==> config.mk <==
export PLATFORM = sky130hd
export DESIGN_NAME = exec_core
export DESIGN_NICKNAME = d
export VERILOG_FILES = /design/src/logic/rv_exec_pkg.sv /design/src/logic/exec_core.sv /design/src/logic/execute_stage.sv /design/src/logic/inst_decoder.sv /design/src/logic/int_alu.sv /design/src/logic/reg_file.sv
export SDC_FILE = /design/constraint.sdc
export NUM_CORES = 2
export LEC_CHECK = 0
export BUFFER_PORTS_ARGS = -buffer_cell sky130_fd_sc_hd__clkbuf_2
export CAP_MARGIN = 20
export CORE_MARGIN = 10
export CORE_UTILIZATION = 55
export DETAILED_ROUTE_END_ITERATION = 6
export PLACE_DENSITY = 0.73
export SKIP_LAST_GASP = 1
export SLEW_MARGIN = 10
export SYNTH_ARGS = -nofsm -noshare
export SYNTH_HDL_FRONTEND = slang
export SYNTH_HIERARCHICAL = 1
export SYNTH_SLANG_ARGS = --single-unit
==> constraint.sdc <==
create_clock -name i_clk -period 7.3 [get_ports i_clk]
set_input_delay 0.365 -clock i_clk [delete_from_list [all_inputs] [get_ports i_clk]]
set_output_delay 0.365 -clock i_clk [all_outputs]
set_load 0.005 [all_outputs]
==> src/logic/rv_exec_pkg.sv <==
`default_nettype none

package rv_exec_pkg;

   localparam int unsigned NUM_REGS = 32;

   typedef logic [31:0] word_t;
   typedef logic [4:0]  reg_idx_t;
   typedef logic [3:0]  alu_op_t;
   typedef logic [2:0]  inst_kind_t;
   typedef logic [6:0]  opcode_t;
   typedef logic [2:0]  funct3_t;
   typedef logic [6:0]  funct7_t;

   localparam opcode_t OPC_OP_IMM = 7'b0010011;
   localparam opcode_t OPC_OP     = 7'b0110011;
   localparam opcode_t OPC_LUI    = 7'b0110111;
   localparam opcode_t OPC_AUIPC  = 7'b0010111;
   localparam opcode_t OPC_JAL    = 7'b1101111;
   localparam opcode_t OPC_JALR   = 7'b1100111;
   localparam opcode_t OPC_BRANCH = 7'b1100011;

   // Branch conditions
   localparam funct3_t F3_BEQ  = 3'b000;
   localparam funct3_t F3_BNE  = 3'b001;
   localparam funct3_t F3_BLT  = 3'b100;
   localparam funct3_t F3_BGE  = 3'b101;
   localparam funct3_t F3_BLTU = 3'b110;
   localparam funct3_t F3_BGEU = 3'b111;

   // ALU functions, shared by OP and OP_IMM
   localparam funct3_t F3_ADD  = 3'b000;
   localparam funct3_t F3_SLL  = 3'b001;
   localparam funct3_t F3_SLT  = 3'b010;
   localparam funct3_t F3_SLTU = 3'b011;
   localparam funct3_t F3_XOR  = 3'b100;
   localparam funct3_t F3_SRL  = 3'b101;
   localparam funct3_t F3_OR   = 3'b110;
   localparam funct3_t F3_AND  = 3'b111;

   localparam funct7_t FUNCT7_BASE = 7'b0000000;
   localparam funct7_t FUNCT7_ALT  = 7'b0100000; // SUB and SRA

   localparam alu_op_t ALU_ADD  = 4'd0;
   localparam alu_op_t ALU_SUB  = 4'd1;
   localparam alu_op_t ALU_SLT  = 4'd2;
   localparam alu_op_t ALU_SLTU = 4'd3;
   localparam alu_op_t ALU_XOR  = 4'd4;
   localparam alu_op_t ALU_OR   = 4'd5;
   localparam alu_op_t ALU_AND  = 4'd6;
   localparam alu_op_t ALU_SLL  = 4'd7;
   localparam alu_op_t ALU_SRL  = 4'd8;
   localparam alu_op_t ALU_SRA  = 4'd9;

   localparam inst_kind_t KIND_ALU       = 3'd0; // OP, OP_IMM and AUIPC
   localparam inst_kind_t KIND_LUI       = 3'd1;
   localparam inst_kind_t KIND_JUMP_JAL  = 3'd2;
   localparam inst_kind_t KIND_JUMP_JALR = 3'd3;
   localparam inst_kind_t KIND_BRANCH    = 3'd4;
   localparam inst_kind_t KIND_INVALID   = 3'd5;

   typedef struct packed {
      inst_kind_t kind;
      alu_op_t    alu_op;
      reg_idx_t   rs1;
      reg_idx_t   rs2;
      reg_idx_t   rd;
      word_t      imm;
      logic       use_pc_op1;
      logic       use_imm_op2;
      funct3_t    funct3;
      word_t      pc;
   } decoded_t;

   typedef struct packed {
      logic     wb_en;
      reg_idx_t rd;
      word_t    value;
      logic     pc_change;
      word_t    new_pc;
      logic     invalid;
   } result_t;

endpackage

`default_nettype wire
==> src/logic/exec_core.sv <==
`default_nettype none

module exec_core (
   input  logic                 i_clk,
   input  logic                 i_rst,
   input  rv_exec_pkg::word_t   i_inst,
   input  rv_exec_pkg::word_t   i_pc,
   input  logic                 i_inst_valid,
   output logic                 o_inst_ready,
   output rv_exec_pkg::result_t o_result,
   output logic                 o_result_valid,
   input  logic                 i_result_ready
);

   rv_exec_pkg::decoded_t dec;
   logic                  dec_valid;
   logic                  dec_ready;
   rv_exec_pkg::reg_idx_t rs1;
   rv_exec_pkg::reg_idx_t rs2;
   rv_exec_pkg::word_t    rs1_data;
   rv_exec_pkg::word_t    rs2_data;
   logic                  we;
   rv_exec_pkg::reg_idx_t rd;
   rv_exec_pkg::word_t    rd_data;

   inst_decoder u_decoder (
      .i_clk        (i_clk),
      .i_rst        (i_rst),
      .i_inst       (i_inst),
      .i_pc         (i_pc),
      .i_inst_valid (i_inst_valid),
      .o_inst_ready (o_inst_ready),
      .o_dec        (dec),
      .o_dec_valid  (dec_valid),
      .i_dec_ready  (dec_ready)
   );

   execute_stage u_execute (
      .i_clk          (i_clk),
      .i_rst          (i_rst),
      .i_dec          (dec),
      .i_dec_valid    (dec_valid),
      .o_dec_ready    (dec_ready),
      .o_rs1          (rs1),
      .o_rs2          (rs2),
      .i_rs1_data     (rs1_data),
      .i_rs2_data     (rs2_data),
      .o_we           (we),
      .o_rd           (rd),
      .o_rd_data      (rd_data),
      .o_result       (o_result),
      .o_result_valid (o_result_valid),
      .i_result_ready (i_result_ready)
   );

   reg_file u_regs (
      .i_clk      (i_clk),
      .i_rst      (i_rst),
      .i_rs1      (rs1),
      .i_rs2      (rs2),
      .o_rs1_data (rs1_data),
      .o_rs2_data (rs2_data),
      .i_we       (we),
      .i_rd       (rd),
      .i_rd_data  (rd_data)
   );

endmodule

`default_nettype wire

==> src/logic/execute_stage.sv <==
`default_nettype none

module execute_stage (
   input  logic                  i_clk,
   input  logic                  i_rst,
   input  rv_exec_pkg::decoded_t i_dec,
   input  logic                  i_dec_valid,
   output logic                  o_dec_ready,
   output rv_exec_pkg::reg_idx_t o_rs1,
   output rv_exec_pkg::reg_idx_t o_rs2,
   input  rv_exec_pkg::word_t    i_rs1_data,
   input  rv_exec_pkg::word_t    i_rs2_data,
   output logic                  o_we,
   output rv_exec_pkg::reg_idx_t o_rd,
   output rv_exec_pkg::word_t    o_rd_data,
   output rv_exec_pkg::result_t  o_result,
   output logic                  o_result_valid,
   input  logic                  i_result_ready
);

   rv_exec_pkg::word_t   alu_a;
   rv_exec_pkg::word_t   alu_b;
   rv_exec_pkg::word_t   alu_y;
   rv_exec_pkg::word_t   link;
   logic                 taken;
   logic                 load;
   rv_exec_pkg::result_t res_next;
   rv_exec_pkg::result_t r_result;
   logic                 r_result_valid;

   assign o_rs1 = i_dec.rs1;
   assign o_rs2 = i_dec.rs2;

   assign alu_a = i_dec.use_pc_op1  ? i_dec.pc  : i_rs1_data;
   assign alu_b = i_dec.use_imm_op2 ? i_dec.imm : i_rs2_data;
   assign link  = i_dec.pc + 32'd4;

   int_alu u_alu (
      .i_op (i_dec.alu_op),
      .i_a  (alu_a),
      .i_b  (alu_b),
      .o_y  (alu_y)
   );

   // Compare on register values, the ALU forms the target
   always_comb begin
      case (i_dec.funct3)
         rv_exec_pkg::F3_BEQ:  taken = (i_rs1_data == i_rs2_data);
         rv_exec_pkg::F3_BNE:  taken = (i_rs1_data != i_rs2_data);
         rv_exec_pkg::F3_BLT:  taken = ($signed(i_rs1_data) <  $signed(i_rs2_data));
         rv_exec_pkg::F3_BGE:  taken = ($signed(i_rs1_data) >= $signed(i_rs2_data));
         rv_exec_pkg::F3_BLTU: taken = (i_rs1_data <  i_rs2_data);
         rv_exec_pkg::F3_BGEU: taken = (i_rs1_data >= i_rs2_data);
         default:              taken = 1'b0;
      endcase
   end

   always_comb begin
      res_next    = '0;
      res_next.rd = i_dec.rd;
      case (i_dec.kind)
         rv_exec_pkg::KIND_ALU: begin
            res_next.wb_en = 1'b1;
            res_next.value = alu_y;
         end
         rv_exec_pkg::KIND_LUI: begin
            res_next.wb_en = 1'b1;
            res_next.value = i_dec.imm;
         end
         rv_exec_pkg::KIND_JUMP_JAL: begin
            res_next.wb_en     = 1'b1;
            res_next.value     = link;
            res_next.pc_change = 1'b1;
            res_next.new_pc    = alu_y;
         end
         rv_exec_pkg::KIND_JUMP_JALR: begin
            res_next.wb_en     = 1'b1;
            res_next.value     = link;
            res_next.pc_change = 1'b1;
            res_next.new_pc    = {alu_y[31:1], 1'b0};
         end
         rv_exec_pkg::KIND_BRANCH: begin
            res_next.pc_change = taken;
            res_next.new_pc    = alu_y;
         end
         default: res_next.invalid = 1'b1;
      endcase
   end

   assign o_dec_ready = !r_result_valid || i_result_ready;
   assign load        = i_dec_valid && o_dec_ready;

   // Register write lands on the same edge as the result
   assign o_we      = load && res_next.wb_en;
   assign o_rd      = res_next.rd;
   assign o_rd_data = res_next.value;

   always_ff @(posedge i_clk) begin
      if (i_rst) begin
         r_result_valid <= 1'b0;
      end else if (load) begin
         r_result_valid <= 1'b1;
      end else if (i_result_ready) begin
         r_result_valid <= 1'b0;
      end
   end

   always_ff @(posedge i_clk) begin
      if (load) begin
         r_result <= res_next;
      end
   end

   assign o_result       = r_result;
   assign o_result_valid = r_result_valid;

endmodule

`default_nettype wire

==> src/logic/inst_decoder.sv <==
`default_nettype none

module inst_decoder (
   input  logic                   i_clk,
   input  logic                   i_rst,
   input  rv_exec_pkg::word_t     i_inst,
   input  rv_exec_pkg::word_t     i_pc,
   input  logic                   i_inst_valid,
   output logic                   o_inst_ready,
   output rv_exec_pkg::decoded_t  o_dec,
   output logic                   o_dec_valid,
   input  logic                   i_dec_ready
);

   rv_exec_pkg::opcode_t  opcode;
   rv_exec_pkg::funct3_t  funct3;
   rv_exec_pkg::funct7_t  funct7;
   rv_exec_pkg::word_t    imm_i;
   rv_exec_pkg::word_t    imm_shamt;
   rv_exec_pkg::word_t    imm_u;
   rv_exec_pkg::word_t    imm_b;
   rv_exec_pkg::word_t    imm_j;
   logic                  f7_alt;
   logic                  f7_legal;
   logic                  is_shift;
   rv_exec_pkg::decoded_t dec_next;
   rv_exec_pkg::decoded_t r_dec;
   logic                  r_dec_valid;
   logic                  load;

   // Funct3 to ALU op, before funct7 picks SUB or SRA
   function automatic rv_exec_pkg::alu_op_t base_op(input rv_exec_pkg::funct3_t f3);
      case (f3)
         rv_exec_pkg::F3_SLL:  return rv_exec_pkg::ALU_SLL;
         rv_exec_pkg::F3_SLT:  return rv_exec_pkg::ALU_SLT;
         rv_exec_pkg::F3_SLTU: return rv_exec_pkg::ALU_SLTU;
         rv_exec_pkg::F3_XOR:  return rv_exec_pkg::ALU_XOR;
         rv_exec_pkg::F3_SRL:  return rv_exec_pkg::ALU_SRL;
         rv_exec_pkg::F3_OR:   return rv_exec_pkg::ALU_OR;
         rv_exec_pkg::F3_AND:  return rv_exec_pkg::ALU_AND;
         default:              return rv_exec_pkg::ALU_ADD;
      endcase
   endfunction

   assign opcode = i_inst[6:0];
   assign funct3 = i_inst[14:12];
   assign funct7 = i_inst[31:25];

   assign imm_i     = {{20{i_inst[31]}}, i_inst[31:20]};
   assign imm_shamt = {27'b0, i_inst[24:20]};
   assign imm_u     = {i_inst[31:12], 12'b0};
   assign imm_b     = {{19{i_inst[31]}}, i_inst[31], i_inst[7], i_inst[30:25],
                       i_inst[11:8], 1'b0};
   assign imm_j     = {{11{i_inst[31]}}, i_inst[31], i_inst[19:12], i_inst[20],
                       i_inst[30:21], 1'b0};

   assign f7_alt   = (funct7 == rv_exec_pkg::FUNCT7_ALT);
   assign f7_legal = (funct7 == rv_exec_pkg::FUNCT7_BASE) || f7_alt;
   assign is_shift = (funct3 == rv_exec_pkg::F3_SLL) || (funct3 == rv_exec_pkg::F3_SRL);

   always_comb begin
      dec_next             = '0;
      dec_next.kind        = rv_exec_pkg::KIND_ALU;
      dec_next.alu_op      = rv_exec_pkg::ALU_ADD;
      dec_next.rs1         = i_inst[19:15];
      dec_next.rs2         = i_inst[24:20];
      dec_next.rd          = i_inst[11:7];
      dec_next.funct3      = funct3;
      dec_next.pc          = i_pc;
      case (opcode)
         rv_exec_pkg::OPC_OP_IMM: begin
            dec_next.use_imm_op2 = 1'b1;
            dec_next.alu_op      = base_op(funct3);
            dec_next.imm         = is_shift ? imm_shamt : imm_i;
            if (is_shift && !f7_legal) begin
               dec_next.kind = rv_exec_pkg::KIND_INVALID;
            end
            if (funct3 == rv_exec_pkg::F3_SRL && f7_alt) begin
               dec_next.alu_op = rv_exec_pkg::ALU_SRA;
            end
         end
         rv_exec_pkg::OPC_OP: begin
            dec_next.alu_op = base_op(funct3);
            if ((is_shift || funct3 == rv_exec_pkg::F3_ADD) && !f7_legal) begin
               dec_next.kind = rv_exec_pkg::KIND_INVALID;
            end
            if (f7_alt && funct3 == rv_exec_pkg::F3_ADD) begin
               dec_next.alu_op = rv_exec_pkg::ALU_SUB;
            end
            if (f7_alt && funct3 == rv_exec_pkg::F3_SRL) begin
               dec_next.alu_op = rv_exec_pkg::ALU_SRA;
            end
         end
         rv_exec_pkg::OPC_LUI: begin
            dec_next.kind = rv_exec_pkg::KIND_LUI;
            dec_next.imm  = imm_u;
         end
         rv_exec_pkg::OPC_AUIPC: begin
            dec_next.use_pc_op1  = 1'b1;
            dec_next.use_imm_op2 = 1'b1;
            dec_next.imm         = imm_u;
         end
         rv_exec_pkg::OPC_JAL: begin
            dec_next.kind        = rv_exec_pkg::KIND_JUMP_JAL;
            dec_next.use_pc_op1  = 1'b1;
            dec_next.use_imm_op2 = 1'b1;
            dec_next.imm         = imm_j;
         end
         rv_exec_pkg::OPC_JALR: begin
            dec_next.kind        = rv_exec_pkg::KIND_JUMP_JALR;
            dec_next.use_imm_op2 = 1'b1; // Target from rs1
            dec_next.imm         = imm_i;
         end
         rv_exec_pkg::OPC_BRANCH: begin
            dec_next.kind        = rv_exec_pkg::KIND_BRANCH;
            dec_next.use_pc_op1  = 1'b1;
            dec_next.use_imm_op2 = 1'b1;
            dec_next.imm         = imm_b;
         end
         default: dec_next.kind = rv_exec_pkg::KIND_INVALID;
      endcase
   end

   assign o_inst_ready = !r_dec_valid || i_dec_ready;
   assign load         = i_inst_valid && o_inst_ready;

   always_ff @(posedge i_clk) begin
      if (i_rst) begin
         r_dec_valid <= 1'b0;
      end else if (load) begin
         r_dec_valid <= 1'b1;
      end else if (i_dec_ready) begin
         r_dec_valid <= 1'b0;
      end
   end

   always_ff @(posedge i_clk) begin
      if (load) begin
         r_dec <= dec_next;
      end
   end

   assign o_dec       = r_dec;
   assign o_dec_valid = r_dec_valid;

endmodule

`default_nettype wire

==> src/logic/int_alu.sv <==
`default_nettype none

module int_alu (
   input  rv_exec_pkg::alu_op_t i_op,
   input  rv_exec_pkg::word_t   i_a,
   input  rv_exec_pkg::word_t   i_b,
   output rv_exec_pkg::word_t   o_y
);

   logic [4:0] shamt;

   assign shamt = i_b[4:0];

   always_comb begin
      case (i_op)
         rv_exec_pkg::ALU_ADD:  o_y = i_a + i_b;
         rv_exec_pkg::ALU_SUB:  o_y = i_a - i_b;
         rv_exec_pkg::ALU_SLT:  o_y = {31'b0, $signed(i_a) < $signed(i_b)};
         rv_exec_pkg::ALU_SLTU: o_y = {31'b0, i_a < i_b};
         rv_exec_pkg::ALU_XOR:  o_y = i_a ^ i_b;
         rv_exec_pkg::ALU_OR:   o_y = i_a | i_b;
         rv_exec_pkg::ALU_AND:  o_y = i_a & i_b;
         rv_exec_pkg::ALU_SLL:  o_y = i_a << shamt;
         rv_exec_pkg::ALU_SRL:  o_y = i_a >> shamt;
         rv_exec_pkg::ALU_SRA:  o_y = $unsigned($signed(i_a) >>> shamt);
         default:               o_y = '0; // Unused codes
      endcase
   end

endmodule

`default_nettype wire

==> src/logic/reg_file.sv <==
`default_nettype none

module reg_file (
   input  logic                  i_clk,
   input  logic                  i_rst,
   input  rv_exec_pkg::reg_idx_t i_rs1,
   input  rv_exec_pkg::reg_idx_t i_rs2,
   output rv_exec_pkg::word_t    o_rs1_data,
   output rv_exec_pkg::word_t    o_rs2_data,
   input  logic                  i_we,
   input  rv_exec_pkg::reg_idx_t i_rd,
   input  rv_exec_pkg::word_t    i_rd_data
);

   rv_exec_pkg::word_t regs [rv_exec_pkg::NUM_REGS];

   always_ff @(posedge i_clk) begin
      if (i_rst) begin
         for (int i = 0; i < rv_exec_pkg::NUM_REGS; i++) begin
            regs[i] <= '0;
         end
      end else if (i_we && i_rd != '0) begin // x0 stays zero
         regs[i_rd] <= i_rd_data;
      end
   end

   assign o_rs1_data = (i_rs1 == '0) ? '0 : regs[i_rs1];
   assign o_rs2_data = (i_rs2 == '0) ? '0 : regs[i_rs2];

endmodule

`default_nettype wire

==> results.md <==
| Parameter | This run |
|:---|:---|
| Most common library cell in the layout ignoring fill and taps | sky130_fd_sc_hd__edfxtp_1 |
| Number of placed I/O pins | 142 |
| Final-report max-slew violation count | 0 |
| All-Layer GR Usage | 36.5% |
| Initial core utilization | 55.4% |
| Clock tree root buffer cell | sky130_fd_sc_hd__clkbuf_16 |
| Actual transition at the worst max-transition pin | 1.20 ns |
| Fill cells | 9679 |
| Fraction of final layout cells with drive strength greater than 1 | 25.6% |
| Most area-hungry cell type in the Yosys netlist | sky130_fd_sc_hd__edfxtp_1 |
| Distinct cells, synth | 105 |
| First-pass detailed-route iteration total | 6 |
| Number of antenna violations at the first check in global routing | 23 |
| Type of destination of the critical path | flip-flop |
| Final Hold Fails | 0 |
| Vias after detailed routing | 53400 |
| Most instantiated flip-flop cell in the synthesis netlist | sky130_fd_sc_hd__edfxtp_1 |
| Power share of the clock group | 35.5% |
| Dominant cells by area after synthesis | sky130_fd_sc_hd__edfxtp_1 (50%), sky130_fd_sc_hd__mux4_2 (16%), sky130_fd_sc_hd__and2_1 (8.8%) |
| Detailed-route wire length | 273 mm |
| Sum of overflow across all layers after global routing | 0 |
| Combinational group share of total power | 21.0% |
| Clock transition at the register clock pins on the worst setup and hold paths after CTS | 0.06 ns |
| Iteration-0 DRC count of the detailed router | 9307 |
| Most used cells in the layout excluding fill and tap cells | sky130_fd_sc_hd__edfxtp_1 (1187), sky130_fd_sc_hd__and2_1 (1005), sky130_fd_sc_hd__mux4_2 (524), sky130_fd_sc_hd__buf_4 (349), sky130_fd_sc_hd__nor2_1 (204) |
| EDFF count, synth | 1187 |
| Post-synthesis xor/xnor area fraction | 0.635% |
| Critical Setup Path Class | flip-flop to flip-flop |
| Post-synthesis adder-cell area fraction | 2.32% |
| Post-synthesis instance total | 5494 |
| Main combinational cell family by area after synthesis | multiplexers |
| Mux share of post-synthesis cell area | 20.3% |
| Register area share after synthesis | 49.7% |
| Cell Pwr Density | 227 nW/um^2 |
| Worst path arrival time | 7.71 ns |
| Die Span X | 381 um |
| Die extent in y | 381 um |
| Switching Fraction | 29.6% |
| Hold path depth | 1 |
| Fraction of synthesis flops using an asynchronous set or reset pin | 0% |
| Vias in the first global route | 52200 |
| Cell internal pwr | 12.9 mW |
| Hold Path Class | input pin to flip-flop |
| Static power due to leakage | 29.8 nW |
| Clock tree from TritonCTS | done |
| Number of port buffers | 141 |
| Fraction of the cycle the final worst path needs | 98.5% |
| Largest fanout of any net on the critical path | 32 |
| Skew final | 0.0527 ns |
| Setup TNS | 0 ns |
| Growth of design area from synthesis to finish | 12.4% |
| Result of the run | complete, no violations |
| HPWL after detailed placement | 178 mm |
| Hold Slack | 0.108 ns |
| Insertion delay of the later-clocked pin in the worst-skew pair | 0.81 ns |
| Via density per instance | 7.08 |
| Netlist area before placement | 71700 sq um |
| Unrepaired setup endpoints after global routing | no |
| Compound-Gate Fraction of Synth Area | 8.12% |
| Total Nets Final | 5885 |
| Largest vdd supply drop | 242 uV |
| Maximum operating frequency | 139 MHz |
| Die Area | 145000 sq um |
| Clk buf depth | 3 |
| Maximum number of pins on one net before global-route repair | 79 |
| Crit start category | flip-flop |
| Row count | 132 |
| Basic-gate share of the synthesized area counting and, or, nand and nor cells | 14.2% |
| Placeable core area | 129000 sq um |
| Yosys Warn Count | 6 |
| Post-CTS setup-driven buffer insertion count | 0 |
| Worst EP required | 7.82 ns |
| Total number of clock tree sinks | 1189 |
| Count of maximum capacitance violations | 0 |
| Top cell type's share of synthesized area | 49.7% |
| ANT nets after route | 0 |
| Proportion of power drawn by flip-flops and latches | 43.5% |
| Post-route DRC violation count | 0 |
| RePlAce Congestion | 1.02 |
| Switching power total | 5.43 mW |
| Global-route wire length before repair | 381 mm |
| Register-to-Register Setup Slack | 0.11 ns |
| H-tree level count | 4 |
| Number of flip-flops and latches in the synthesized netlist | 1189 |
| Final setup vio count | 0 |
| Average cell area after synthesis | 13.1 sq um |
| Slew Limit Headroom | 19.3% |
| Routed len/inst | 36.2 um |
| Clock buffers created by TritonCTS | 130 |
| Core Util, Final | 62.3% |
| R2R depth | 24 |
| Min Tclk post-route | 7.19 ns |
-- worst max-delay path, cell delays in order (launching register included) --
cell	delay, ns
sky130_fd_sc_hd__edfxtp_1	0.38
sky130_fd_sc_hd__buf_12	0.27
sky130_fd_sc_hd__buf_4	0.37
sky130_fd_sc_hd__mux4_2	0.29
sky130_fd_sc_hd__mux4_2	0.34
sky130_fd_sc_hd__o22ai_1	0.13
sky130_fd_sc_hd__nor3_1	0.93
sky130_fd_sc_hd__mux2_2	0.53
sky130_fd_sc_hd__inv_1	0.08
sky130_fd_sc_hd__ha_1	0.36
sky130_fd_sc_hd__a21o_1	0.23
sky130_fd_sc_hd__a21oi_1	0.21
sky130_fd_sc_hd__o21a_1	0.19
sky130_fd_sc_hd__a21oi_1	0.12
sky130_fd_sc_hd__buf_4	0.17
sky130_fd_sc_hd__o41ai_4	0.39
sky130_fd_sc_hd__nor4_1	0.09
sky130_fd_sc_hd__o31ai_1	0.26
sky130_fd_sc_hd__xnor2_1	0.18
sky130_fd_sc_hd__o221ai_1	0.32
sky130_fd_sc_hd__mux2_2	0.38
sky130_fd_sc_hd__o21ai_0	0.21
sky130_fd_sc_hd__a21oi_2	0.09
sky130_fd_sc_hd__buf_12	0.22
sky130_fd_sc_hd__and2_1	0.15
-- cell usage after synthesis (25+ instances only) --
master / n
sky130_fd_sc_hd__a221oi_1: 28
sky130_fd_sc_hd__buf_4: 89
sky130_fd_sc_hd__ha_1: 130
sky130_fd_sc_hd__o22ai_1: 110
sky130_fd_sc_hd__a2111oi_1: 41
sky130_fd_sc_hd__and2_1: 1008
sky130_fd_sc_hd__buf_1: 32
sky130_fd_sc_hd__a21oi_1: 169
sky130_fd_sc_hd__a22o_1: 56
sky130_fd_sc_hd__nor4_1: 25
sky130_fd_sc_hd__nand3_1: 37
sky130_fd_sc_hd__mux4_2: 524
sky130_fd_sc_hd__clkbuf_1: 348
sky130_fd_sc_hd__nor2b_1: 72
sky130_fd_sc_hd__edfxtp_1: 1187
sky130_fd_sc_hd__xnor2_1: 29
sky130_fd_sc_hd__o21ai_0: 146
sky130_fd_sc_hd__or2_2: 34
sky130_fd_sc_hd__nor2_1: 239
sky130_fd_sc_hd__buf_6: 28
sky130_fd_sc_hd__inv_1: 133
sky130_fd_sc_hd__nand2_1: 157
sky130_fd_sc_hd__nor3_1: 85
sky130_fd_sc_hd__mux2_2: 81
sky130_fd_sc_hd__mux2i_1: 179
sky130_fd_sc_hd__a211oi_1: 59
sky130_fd_sc_hd__buf_2: 56
sky130_fd_sc_hd__a21o_1: 31
-- power by group through the flow --
| stage | registers (mW) | logic [mW] | clock network [mW] |
|---|---|---|---|
| floorplan | 7.99 | 2.30 | 0 |
| global placement | 8.07 | 3.65 | 0 |
| detailed placement | 8.09 | 3.66 | 0 |
| CTS | 7.95 | 3.71 | 6.51 |
| global route | 7.97 | 3.99 | 6.79 |
| finish | 7.96 | 3.86 | 6.50 |
-- through the flow --
stage / power (mW) / instance area (sq um) / setup WS, ns / cells
floorplan: 10.3 / 71800 / 0.854 / 5525
global placement: 11.7 / 75800 / 0.251 / 7236
detailed placement: 11.8 / 75900 / 0.301 / 7238
CTS: 18.2 / 80600 / 0.252 / 7525
global route: 18.8 / 80600 / 0.0265 / 7533
finish: 18.3 / 80600 / 0.111 / 7539
-- flip-flops by register name (all words and copies together), names as in the netlist --
name	count
u_regs/regs	1024
u_decoder/o_dec	91
u_execute/o_result	72
u_decoder/o_dec_valid	1
u_execute/o_result_valid	1
-- what timing repair did --
action | 4_1_cts | 5_1_grt
setup endpoints to repair | 0 | 165
endpoints found under the hold margin | 71 | 0
hold buffers | 55 | 0
gates resized for setup | 0 | 6
-- cells by family after synthesis --
logic type / after synthesis
AND/OR/NAND/NOR: 1783
XOR/XNOR: 52
flip-flops: 1189
buffers and inverters: 703
multiplexers: 785
adder cells (fa/ha/maj): 132
AO/OA/AOI/OAI: 849
other: 1
-- per-layer routing --
layer,global-route usage [%],up-vias,routed length (um)
li1,-,21200,-
met1,43.0,26400,88100
met2,56.6,4612,123000
met3,11.4,1125,37000
met4,26.0,20,24000
met5,0,-,136
-- final cells by class --
| cell class | count | area, sq um | area share, % |
|---|---|---|---|
| Sequential cell | 1189 | 35700 | 44.3 |
| Multi-Input combinational cell | 3633 | 33300 | 41.3 |
| Timing Repair Buffer | 594 | 4810 | 5.96 |
| Clock buffer | 158 | 3360 | 4.16 |
| Tap cell | 1742 | 2180 | 2.70 |
| Clock inverter | 74 | 791 | 0.981 |
| Inverter | 137 | 514 | 0.638 |
| Antenna cell | 12 | 30.0 | 0.0372 |
-- path summary, 6_finish.rpt --
check,from,end
min,i_inst[22],u_decoder/o_dec[76]$_DFFE_PP_
max,u_decoder/o_dec[80]$_DFFE_PP_,u_regs/regs[6][24]$_SDFFCE_PN0P_
max reg2reg,u_decoder/o_dec[80]$_DFFE_PP_,u_regs/regs[6][24]$_SDFFCE_PN0P_
min reg2reg,u_decoder/o_dec_valid$_SDFFE_PP0P_,u_execute/o_result_valid$_SDFFE_PP0P_
(Power assumes the default switching activity.)
